## src/source/obi_obs_cfg_pkg.sv

```systemverilog
package obi_obs_cfg_pkg;

  // --------------------
  // observer sizing
  // --------------------

  // number of OBI channels watched by one observer instance
  parameter int NUM_BUSES = 4;

  // width of each per-bus outstanding counter, which saturates at all ones
  parameter int CNT_W = 4;

  // width of the summed outstanding total
  // it holds NUM_BUSES times the all-ones counter value
  parameter int TOT_W = 6;

  // index of the bus that carries data accesses for trap tracking
  parameter int DATA_BUS_IDX = 0;

endpackage : obi_obs_cfg_pkg

```

## src/source/obi_obs_ctrl_pkg.sv

```systemverilog
package obi_obs_ctrl_pkg;

  // --------------------
  // core control encodings
  // --------------------

  // program counter source selected by the controller FSM
  // only the two exception sources count as a taken exception
  typedef enum logic [2:0] {
    PC_BOOT     = 3'd0,
    PC_JUMP     = 3'd1,
    PC_BRANCH   = 3'd2,
    PC_MRET     = 3'd3,
    PC_TRAP_EXC = 3'd4,
    PC_TRAP_DBE = 3'd5,
    PC_TRAP_IRQ = 3'd6,
    PC_DRET     = 3'd7
  } pc_mux_e;

  // trap tracker FSM states
  // active means a trap was taken and nothing has retired since
  typedef enum logic {
    TRAP_IDLE   = 1'b0,
    TRAP_ACTIVE = 1'b1
  } trap_state_e;

endpackage : obi_obs_ctrl_pkg

```

## src/source/obi_bus_if.sv

```systemverilog
`timescale 1ns/1ps

// one sampled OBI handshake channel
// the sampler drives it and a phase monitor reads it
interface obi_bus_if;

  // address phase request and grant
  logic req;
  logic gnt;

  // response phase valid and ready
  logic rvalid;
  logic rready;

  modport source (
    output req,
    output gnt,
    output rvalid,
    output rready
  );

  modport sink (
    input req,
    input gnt,
    input rvalid,
    input rready
  );

endinterface : obi_bus_if

```

## src/source/obi_phase_status_if.sv

```systemverilog
`timescale 1ns/1ps

// results of one phase monitor, read by the collector
interface obi_phase_status_if #(
  parameter int CNT_W = obi_obs_cfg_pkg::CNT_W
);

  // multi-cycle phase indicators
  logic             addr_ph_cont;
  logic             resp_ph_cont;
  // granted addresses still waiting for their response
  logic [CNT_W-1:0] outstanding;
  // single cycle pulse for a response with nothing outstanding
  logic             orphan_rsp;

  modport source (
    output addr_ph_cont,
    output resp_ph_cont,
    output outstanding,
    output orphan_rsp
  );

  modport sink (
    input addr_ph_cont,
    input resp_ph_cont,
    input outstanding,
    input orphan_rsp
  );

endinterface : obi_phase_status_if

```

## src/source/obi_bus_sampler.sv

```systemverilog
`timescale 1ns/1ps

module obi_bus_sampler #(
  parameter int NUM_BUSES = obi_obs_cfg_pkg::NUM_BUSES
) (
  input  logic                 clk_i,
  input  logic                 rst_ni,
  input  logic [NUM_BUSES-1:0] bus_req_i,
  input  logic [NUM_BUSES-1:0] bus_gnt_i,
  input  logic [NUM_BUSES-1:0] bus_rvalid_i,
  input  logic [NUM_BUSES-1:0] bus_rready_i,
  obi_bus_if.source            bus_o [NUM_BUSES]
);

  logic [NUM_BUSES-1:0] req_q;
  logic [NUM_BUSES-1:0] gnt_q;
  logic [NUM_BUSES-1:0] rvalid_q;
  logic [NUM_BUSES-1:0] rready_q;

  // --------------------
  // input stage
  // --------------------

  // a single flop stage for every bus so all monitors see the same cycle
  always_ff @(posedge clk_i or negedge rst_ni) begin
    if (!rst_ni) begin
      req_q    <= '0;
      gnt_q    <= '0;
      rvalid_q <= '0;
      rready_q <= '0;
    end else begin
      req_q    <= bus_req_i;
      gnt_q    <= bus_gnt_i;
      rvalid_q <= bus_rvalid_i;
      rready_q <= bus_rready_i;
    end
  end

  // spread each bus lane onto its own channel
  for (genvar b = 0; b < NUM_BUSES; b++) begin : g_lane
    assign bus_o[b].req    = req_q[b];
    assign bus_o[b].gnt    = gnt_q[b];
    assign bus_o[b].rvalid = rvalid_q[b];
    assign bus_o[b].rready = rready_q[b];
  end

endmodule : obi_bus_sampler

```

## src/source/obi_phase_collector.sv

```systemverilog
`timescale 1ns/1ps

module obi_phase_collector #(
  parameter int NUM_BUSES = obi_obs_cfg_pkg::NUM_BUSES,
  parameter int CNT_W     = obi_obs_cfg_pkg::CNT_W,
  parameter int TOT_W     = obi_obs_cfg_pkg::TOT_W
) (
  input  logic                            clk_i,
  input  logic                            rst_ni,
  input  logic                            orphan_clr_i,
  obi_phase_status_if.sink                status_i [NUM_BUSES],
  output logic [NUM_BUSES-1:0]            addr_ph_cont_o,
  output logic [NUM_BUSES-1:0]            resp_ph_cont_o,
  output logic [NUM_BUSES-1:0]            orphan_rsp_o,
  output logic [NUM_BUSES-1:0][CNT_W-1:0] outstanding_o,
  output logic [TOT_W-1:0]                total_outstanding_o
);

  logic [NUM_BUSES-1:0] orphan_pulse;
  logic [NUM_BUSES-1:0] orphan_q;
  logic [TOT_W-1:0]     total_sum;

  // --------------------
  // lane packing
  // --------------------

  // the interface array needs a constant index, hence the generate loop
  for (genvar b = 0; b < NUM_BUSES; b++) begin : g_pack
    assign addr_ph_cont_o[b] = status_i[b].addr_ph_cont;
    assign resp_ph_cont_o[b] = status_i[b].resp_ph_cont;
    assign outstanding_o[b]  = status_i[b].outstanding;
    assign orphan_pulse[b]   = status_i[b].orphan_rsp;
  end

  // sticky orphan flags
  // a clear in the same cycle as a new pulse wins
  always_ff @(posedge clk_i or negedge rst_ni) begin
    if (!rst_ni) begin
      orphan_q <= '0;
    end else if (orphan_clr_i) begin
      orphan_q <= '0;
    end else begin
      orphan_q <= orphan_q | orphan_pulse;
    end
  end

  assign orphan_rsp_o = orphan_q;

  // sum of all lanes, no extra stage so it lines up with the vectors
  always_comb begin
    total_sum = '0;
    for (int b = 0; b < NUM_BUSES; b++) begin
      total_sum = total_sum + TOT_W'(outstanding_o[b]);
    end
  end

  assign total_outstanding_o = total_sum;

endmodule : obi_phase_collector

```

## src/source/obi_phase_monitor.sv

```systemverilog
`timescale 1ns/1ps

module obi_phase_monitor #(
  parameter int CNT_W = obi_obs_cfg_pkg::CNT_W
) (
  input  logic               clk_i,
  input  logic               rst_ni,
  obi_bus_if.sink            bus_i,
  obi_phase_status_if.source status_o
);

  // counter ceiling, the counter never wraps past it
  localparam logic [CNT_W-1:0] CntMax = '1;

  logic             addr_done;
  logic             rsp_done;
  logic             addr_ph_cont_q;
  logic             resp_ph_cont_q;
  logic [CNT_W-1:0] outstanding_q;
  logic             orphan_rsp_q;

  // --------------------
  // phase completion
  // --------------------

  // an address phase ends when the request is granted
  assign addr_done = bus_i.req & bus_i.gnt;

  // a response phase ends when the valid response is accepted
  assign rsp_done = bus_i.rvalid & bus_i.rready;

  // flags for phases that did not finish in this cycle
  always_ff @(posedge clk_i or negedge rst_ni) begin
    if (!rst_ni) begin
      addr_ph_cont_q <= 1'b0;
      resp_ph_cont_q <= 1'b0;
    end else begin
      addr_ph_cont_q <= bus_i.req & ~bus_i.gnt;
      resp_ph_cont_q <= bus_i.rvalid & ~bus_i.rready;
    end
  end

  // --------------------
  // outstanding tracking
  // --------------------

  // an address and a response in the same cycle cancel out and the count holds
  // the orphan case also requires that no address completes alongside
  always_ff @(posedge clk_i or negedge rst_ni) begin
    if (!rst_ni) begin
      outstanding_q <= '0;
      orphan_rsp_q  <= 1'b0;
    end else begin
      orphan_rsp_q <= rsp_done & ~addr_done & (outstanding_q == '0);
      if (addr_done && !rsp_done) begin
        // saturate rather than wrap when many grants pile up
        if (outstanding_q != CntMax) begin
          outstanding_q <= outstanding_q + 1'b1;
        end
      end else if (rsp_done && !addr_done && (outstanding_q != '0)) begin
        outstanding_q <= outstanding_q - 1'b1;
      end
    end
  end

  // results to the collector
  assign status_o.addr_ph_cont = addr_ph_cont_q;
  assign status_o.resp_ph_cont = resp_ph_cont_q;
  assign status_o.outstanding  = outstanding_q;
  assign status_o.orphan_rsp   = orphan_rsp_q;

endmodule : obi_phase_monitor

```

## src/source/obi_phase_observer.sv

```systemverilog
`timescale 1ns/1ps

module obi_phase_observer
  import obi_obs_ctrl_pkg::*;
#(
  parameter int  NUM_BUSES    = obi_obs_cfg_pkg::NUM_BUSES,
  parameter int  CNT_W        = obi_obs_cfg_pkg::CNT_W,
  parameter int  DATA_BUS_IDX = obi_obs_cfg_pkg::DATA_BUS_IDX,
  // enough bits for every counter sitting at its ceiling
  localparam int TOT_W        = $clog2(NUM_BUSES * (2 ** CNT_W - 1) + 1)
) (
  input  logic                            clk_i,
  input  logic                            rst_ni,
  input  logic                            orphan_clr_i,
  input  logic                            pc_set_i,
  input  pc_mux_e                         pc_mux_i,
  input  logic                            rvfi_valid_i,
  input  logic [NUM_BUSES-1:0]            bus_req_i,
  input  logic [NUM_BUSES-1:0]            bus_gnt_i,
  input  logic [NUM_BUSES-1:0]            bus_rvalid_i,
  input  logic [NUM_BUSES-1:0]            bus_rready_i,
  output logic [NUM_BUSES-1:0]            addr_ph_cont_o,
  output logic [NUM_BUSES-1:0]            resp_ph_cont_o,
  output logic [NUM_BUSES-1:0]            orphan_rsp_o,
  output logic [NUM_BUSES-1:0][CNT_W-1:0] outstanding_o,
  output logic [TOT_W-1:0]                total_outstanding_o,
  output logic                            req_after_exception_o
);

  // --------------------
  // channels
  // --------------------

  // sampled handshakes, one channel per bus
  obi_bus_if bus_if [NUM_BUSES] ();

  // monitor results, one channel per bus
  obi_phase_status_if #(.CNT_W(CNT_W)) status_if [NUM_BUSES] ();

  // --------------------
  // phase observation
  // --------------------

  // aligns all buses to one registered cycle
  obi_bus_sampler #(
    .NUM_BUSES(NUM_BUSES)
  ) u_sampler (
    .clk_i       (clk_i),
    .rst_ni      (rst_ni),
    .bus_req_i   (bus_req_i),
    .bus_gnt_i   (bus_gnt_i),
    .bus_rvalid_i(bus_rvalid_i),
    .bus_rready_i(bus_rready_i),
    .bus_o       (bus_if)
  );

  // identical monitors, one per bus
  for (genvar b = 0; b < NUM_BUSES; b++) begin : g_mon
    obi_phase_monitor #(
      .CNT_W(CNT_W)
    ) u_monitor (
      .clk_i   (clk_i),
      .rst_ni  (rst_ni),
      .bus_i   (bus_if[b]),
      .status_o(status_if[b])
    );
  end

  // packs monitor results and holds the orphan flags
  obi_phase_collector #(
    .NUM_BUSES(NUM_BUSES),
    .CNT_W    (CNT_W),
    .TOT_W    (TOT_W)
  ) u_collector (
    .clk_i              (clk_i),
    .rst_ni             (rst_ni),
    .orphan_clr_i       (orphan_clr_i),
    .status_i           (status_if),
    .addr_ph_cont_o     (addr_ph_cont_o),
    .resp_ph_cont_o     (resp_ph_cont_o),
    .orphan_rsp_o       (orphan_rsp_o),
    .outstanding_o      (outstanding_o),
    .total_outstanding_o(total_outstanding_o)
  );

  // --------------------
  // trap tracking
  // --------------------

  // watches the raw data bus, not the sampled copy, for its one cycle latency
  trap_req_tracker u_trap_tracker (
    .clk_i                (clk_i),
    .rst_ni               (rst_ni),
    .pc_set_i             (pc_set_i),
    .pc_mux_i             (pc_mux_i),
    .rvfi_valid_i         (rvfi_valid_i),
    .data_req_i           (bus_req_i[DATA_BUS_IDX]),
    .data_gnt_i           (bus_gnt_i[DATA_BUS_IDX]),
    .req_after_exception_o(req_after_exception_o)
  );

endmodule : obi_phase_observer

```

## src/source/trap_req_tracker.sv

```systemverilog
`timescale 1ns/1ps

module trap_req_tracker
  import obi_obs_ctrl_pkg::*;
(
  input  logic    clk_i,
  input  logic    rst_ni,
  input  logic    pc_set_i,
  input  pc_mux_e pc_mux_i,
  input  logic    rvfi_valid_i,
  input  logic    data_req_i,
  input  logic    data_gnt_i,
  output logic    req_after_exception_o
);

  trap_state_e state_q;
  logic        data_gnt_q;
  logic        exc_taken;
  logic        req_after_exc_q;

  // interrupts, returns and jumps also set the pc but are not exceptions
  assign exc_taken = pc_set_i & ((pc_mux_i == PC_TRAP_EXC) | (pc_mux_i == PC_TRAP_DBE));

  // --------------------
  // trap FSM
  // --------------------

  // the previous grant marks a data address phase that just completed,
  // so a request now is a fresh one
  always_ff @(posedge clk_i or negedge rst_ni) begin
    if (!rst_ni) begin
      state_q         <= TRAP_IDLE;
      data_gnt_q      <= 1'b0;
      req_after_exc_q <= 1'b0;
    end else begin
      data_gnt_q <= data_gnt_i;
      if (exc_taken) begin
        state_q <= TRAP_ACTIVE;
        if (data_req_i && data_gnt_q) begin
          req_after_exc_q <= 1'b1;
        end
      end else if (rvfi_valid_i) begin
        // retirement ends the trap window
        state_q         <= TRAP_IDLE;
        req_after_exc_q <= 1'b0;
      end else if ((state_q == TRAP_ACTIVE) && data_req_i && data_gnt_q) begin
        req_after_exc_q <= 1'b1;
      end
    end
  end

  assign req_after_exception_o = req_after_exc_q;

endmodule : trap_req_tracker
```

## config.mk

```make
export PLATFORM = sky130hd
export DESIGN_NAME = obi_phase_observer
export DESIGN_NICKNAME = d
export VERILOG_FILES = /design/src/source/obi_obs_cfg_pkg.sv /design/src/source/obi_obs_ctrl_pkg.sv /design/src/source/obi_bus_if.sv /design/src/source/obi_phase_status_if.sv /design/src/source/obi_bus_sampler.sv /design/src/source/obi_phase_collector.sv /design/src/source/obi_phase_monitor.sv /design/src/source/obi_phase_observer.sv /design/src/source/trap_req_tracker.sv
export SDC_FILE = /design/constraint.sdc
export NUM_CORES = 1
export LEC_CHECK = 0
export BUFFER_PORTS_ARGS = -buffer_cell sky130_fd_sc_hd__clkbuf_2
export CAP_MARGIN = 15
export CORE_UTILIZATION = 53
export CTS_CLUSTER_SIZE = 16
export DETAILED_ROUTE_END_ITERATION = 8
export PLACE_DENSITY = 0.82
export SLEW_MARGIN = 0
export SYNTH_ARGS = -nofsm -noshare
export SYNTH_HDL_FRONTEND = slang
export SYNTH_SLANG_ARGS = --single-unit
```

## constraint.sdc

```tcl
create_clock -name clk_i -period 3.1 [get_ports clk_i]
set_clock_uncertainty 0.15 [all_clocks]
set_input_delay 0 -clock clk_i [delete_from_list [all_inputs] [get_ports clk_i]]
set_output_delay 0 -clock clk_i [all_outputs]
set_load 0.05 [all_outputs]
```

==> reports/qor.csv <==
stage,metric,value,unit
finish,Post-Layout Cell Count,340,
yosys,Synthesized Nets,252,
timing,unrepaired setup endpoints after global routing,yes,
yosys,"Seq/Total Area, Yosys",50.25,%
timing,endpoints failing setup,1,
timing,Final Hold Vio Count,0,
job,maxcap violations,0,
placement,IO buf count,57,
global_routing,antenna violations before repair,0,
routing,WL per Instance,13.31,um
finish,FILL cells,320,
setup_path,R2R Setup Slk,1.01,ns
global_routing,vias in the first global route,1712,
global_routing,Total GRT Usage,20.61,%
global_routing,grt ovf,0,
clock_network,deepest clock path buffer count,2,
setup_path,CP Capture Type,primary output,
yosys,synth top area cells,"dfrtp_1 50%, fa_1 8.0%, ha_1 8.0%",
floorplanning,Row Count,24,
yosys,Syn Inst Count,202,
timing,max-slew violation count,0,
clock_network,clock sinks,50,
timing,Worst slew margin,35.39,%
setup_path,CP Launch Type,flip-flop,
global_routing,first-pass GRT wire length,7886,um
floorplanning,die area,0.004976,mm2
run_status,failing checks,"DRC, setup timing",
floorplanning,Die Width,70.54,um
global_routing,pin count of the biggest net entering global routing,41,
routing,initial drt markers,88,
yosys,Synth Cell Area,0.002490,mm2
routing,Vias,1746,
clock_network,Root Buffer,clkbuf_8,
setup_path,r2r startpoint,g_mon[0].u_monitor.status_o.outstanding[0],
yosys,Syn. warnings,0,
clock_network,Clock transition at path regs,0.09,ns
routing,drt drc,11,
finish,Ant. Diodes,0,
floorplanning,Die Span Y,70.54,um
yosys,top-area cell type share of the netlist area,50.25,%
placement,Placed Cells,306,
setup_path,crit path DAT,2.98,ns
floorplanning,Std-Cell Core Area,0.004444,mm2
routing,aggregate routed wire length,4525,um
floorplanning,Initial Util,56.02,%
timing,Max Clk Rate,0.3198,GHz
yosys,Synth cell types,26,
yosys,Post-Syn Area per Cell,12.33,um2
min_path,Hold Path Sink,u_sampler.rvalid_q[3],
timing,min cycle time layout,3.126,ns
placement,DP HPWL,3174,um
floorplanning,Ports,59,
clock_network,TritonCTS clock tree,done,
run_status,status,"finished, violations left",
yosys,"FF+latch count, synth",50,
timing,Tightest Pin Transition,0.9691,ns
routing,DR vias/cell,5.135,
clock_network,Inserted Clock Buffers,5,
setup_path,path type of the worst setup path,reg2out,
clock_network,clock latency on the worst-skew pair,0.30,ns
finish,Layout Utilization,72.69,%
routing,Pre-antenna DRT Iters,6,
finish,"Net count, final",337,
setup_path,R2R Path End,g_mon[0].u_monitor.status_o.outstanding[2],
placement,RePlAce Congestion,0.7782,
finish,Layout Area Growth over Synthesis,29.75,%
min_path,HP Class,in2reg,
setup_path,Worst Path Required,2.95,ns
setup_path,worst-path fanout max,2,
timing,fin crit share,100.9,%
min_path,WHS Path Cells,2,
routing,Routed Antenna Nets,0,
clock_network,H-tree levels,2,
timing,final setup margin,-0.02650,ns
yosys,Synth area leader,dfrtp_1,
finish,share of layout cells above drive strength 1,32.64,%
min_path,Hold Path Origin,bus_rvalid_i[3],
setup_path,R2R cell count,6,
==> worst max-delay path, cell delays in order, from the launching register on <==
cell and delay (ns):
dfrtp_2 0.44, ha_4 0.17, inv_2 0.05, fa_2 0.44, fa_1 0.49, inv_1 0.04, ha_2 0.19, fa_2 0.37
a21o_1 0.17, a21o_1 0.17, buf_8 0.15
==> layout by cell type (no fill, tap or decap), types with 7 or more instances in the layout <==
| cell type | n |
|---|---|
| clkbuf_2 | 53 |
| dfrtp_1 | 46 |
| dlygate4sd3_1 | 22 |
| inv_1 | 15 |
| ha_1 | 14 |
| xor2_1 | 10 |
| nand4_1 | 10 |
| nor2b_1 | 9 |
| nand2_1 | 8 |
| nor2_1 | 8 |
| fa_1 | 8 |
| a21oi_1 | 7 |
| buf_4 | 7 |
==> synthesized netlist by cell type, drive strengths merged <==
library cell,count
ha,16
nand4,12
a21oi,8
nand2,12
a21o,8
nand3,4
nor2b,9
o21ai,2
dfrtp,50
nor3b,4
nand2b,1
buf,8
xor2,11
inv,16
o21bai,1
mux2,6
or4,4
nand3b,1
nor2,8
mux2i,6
xnor2,5
fa,10
==> registers in the layout, indices dropped and copies added (netlist names) <==
signal,count
g_mon.u_monitor.status_o.orphan_rsp,4
g_mon.u_monitor.status_o.outstanding,16
g_mon.u_monitor.status_o.addr_ph_cont,4
u_trap_tracker.req_after_exception_o,1
u_collector.orphan_rsp_o,4
u_sampler.req_q,4
u_sampler.gnt_q,4
u_sampler.rready_q,4
u_trap_tracker.state_q,1
u_sampler.rvalid_q,4
g_mon.u_monitor.status_o.resp_ph_cont,4
==> layer usage <==
metal	global-route usage, %	share of wire, %	vias to the layer above	wire, um
li1	-	-	844	-
met1	27.18	44	856	1986
met2	34.74	51	40	2309
met3	4.131	3.6	6	165
met4	6.667	1.4	0	64
met5	0	0	-	0
==> stage by stage <==
step	hold WS [ns]	setup slack, ns	TNS, ns	cell area, um2
floorplan	-0.4456	0.01785	0	2510
global placement	-0.04134	0.1394	0	2823
detailed placement	-0.04036	0.09543	0	2823
CTS	0.1741	-0.07781	-0.1238	3191
global route	0.1892	-0.1116	-0.2011	3231
finish	0.1881	-0.02650	-0.02650	3231
==> cells by family (layout without fill, tap and decap cells) <==
logic type / Yosys count / after routing / synth area share, %
AND/OR/NAND/NOR: 55 / 55 / 12.96
flip-flops: 50 / 50 / 50.25
adder cells (fa/ha/maj): 26 / 26 / 16.08
buffers and inverters: 24 / 110 / 4.824
AO/OA/AOI/OAI: 19 / 19 / 4.824
XOR/XNOR: 16 / 16 / 5.628
multiplexers: 12 / 12 / 5.427
==> area by class of cell <==
type / instances / area, um2 / share of cell area [%]
clock buffer: 5 / 68.82 / 2.130
clock inverter: 3 / 40.04 / 1.239
inverter: 16 / 60.06 / 1.859
multi-input combinational: 128 / 1157 / 35.82
sequential: 50 / 1256 / 38.88
tap: 52 / 65.06 / 2.014
timing repair buffer: 86 / 583.1 / 18.05
==> worst max-delay path by stage <==
stage / from / end / depth (start not counted)
4_1_cts: g_mon[0].u_monitor.status_o.outstanding[0] / total_outstanding_o[5] / 10
5_1_grt: g_mon[0].u_monitor.status_o.outstanding[0] / total_outstanding_o[5] / 10
6_report: g_mon[0].u_monitor.status_o.outstanding[0] / total_outstanding_o[5] / 10
3_5_place_dp: g_mon[0].u_monitor.status_o.outstanding[0] / total_outstanding_o[5] / 10
3_3_place_gp: g_mon[0].u_monitor.status_o.outstanding[0] / total_outstanding_o[5] / 10
2_1_floorplan: g_mon[1].u_monitor.status_o.outstanding[0] / total_outstanding_o[5] / 9
==> repair_timing <==
action                                 4_1_cts  5_1_grt
pin swaps                                    4        3
resized for setup                           10        7
buffers inserted                             0        4
endpoints found under the hold margin       61        0
hold buffers                                22        0
setup endpoints to repair                    4        4
Power is not shown: default switching activity piles up to over one toggle a cycle in this logic, so the estimate is an artifact.
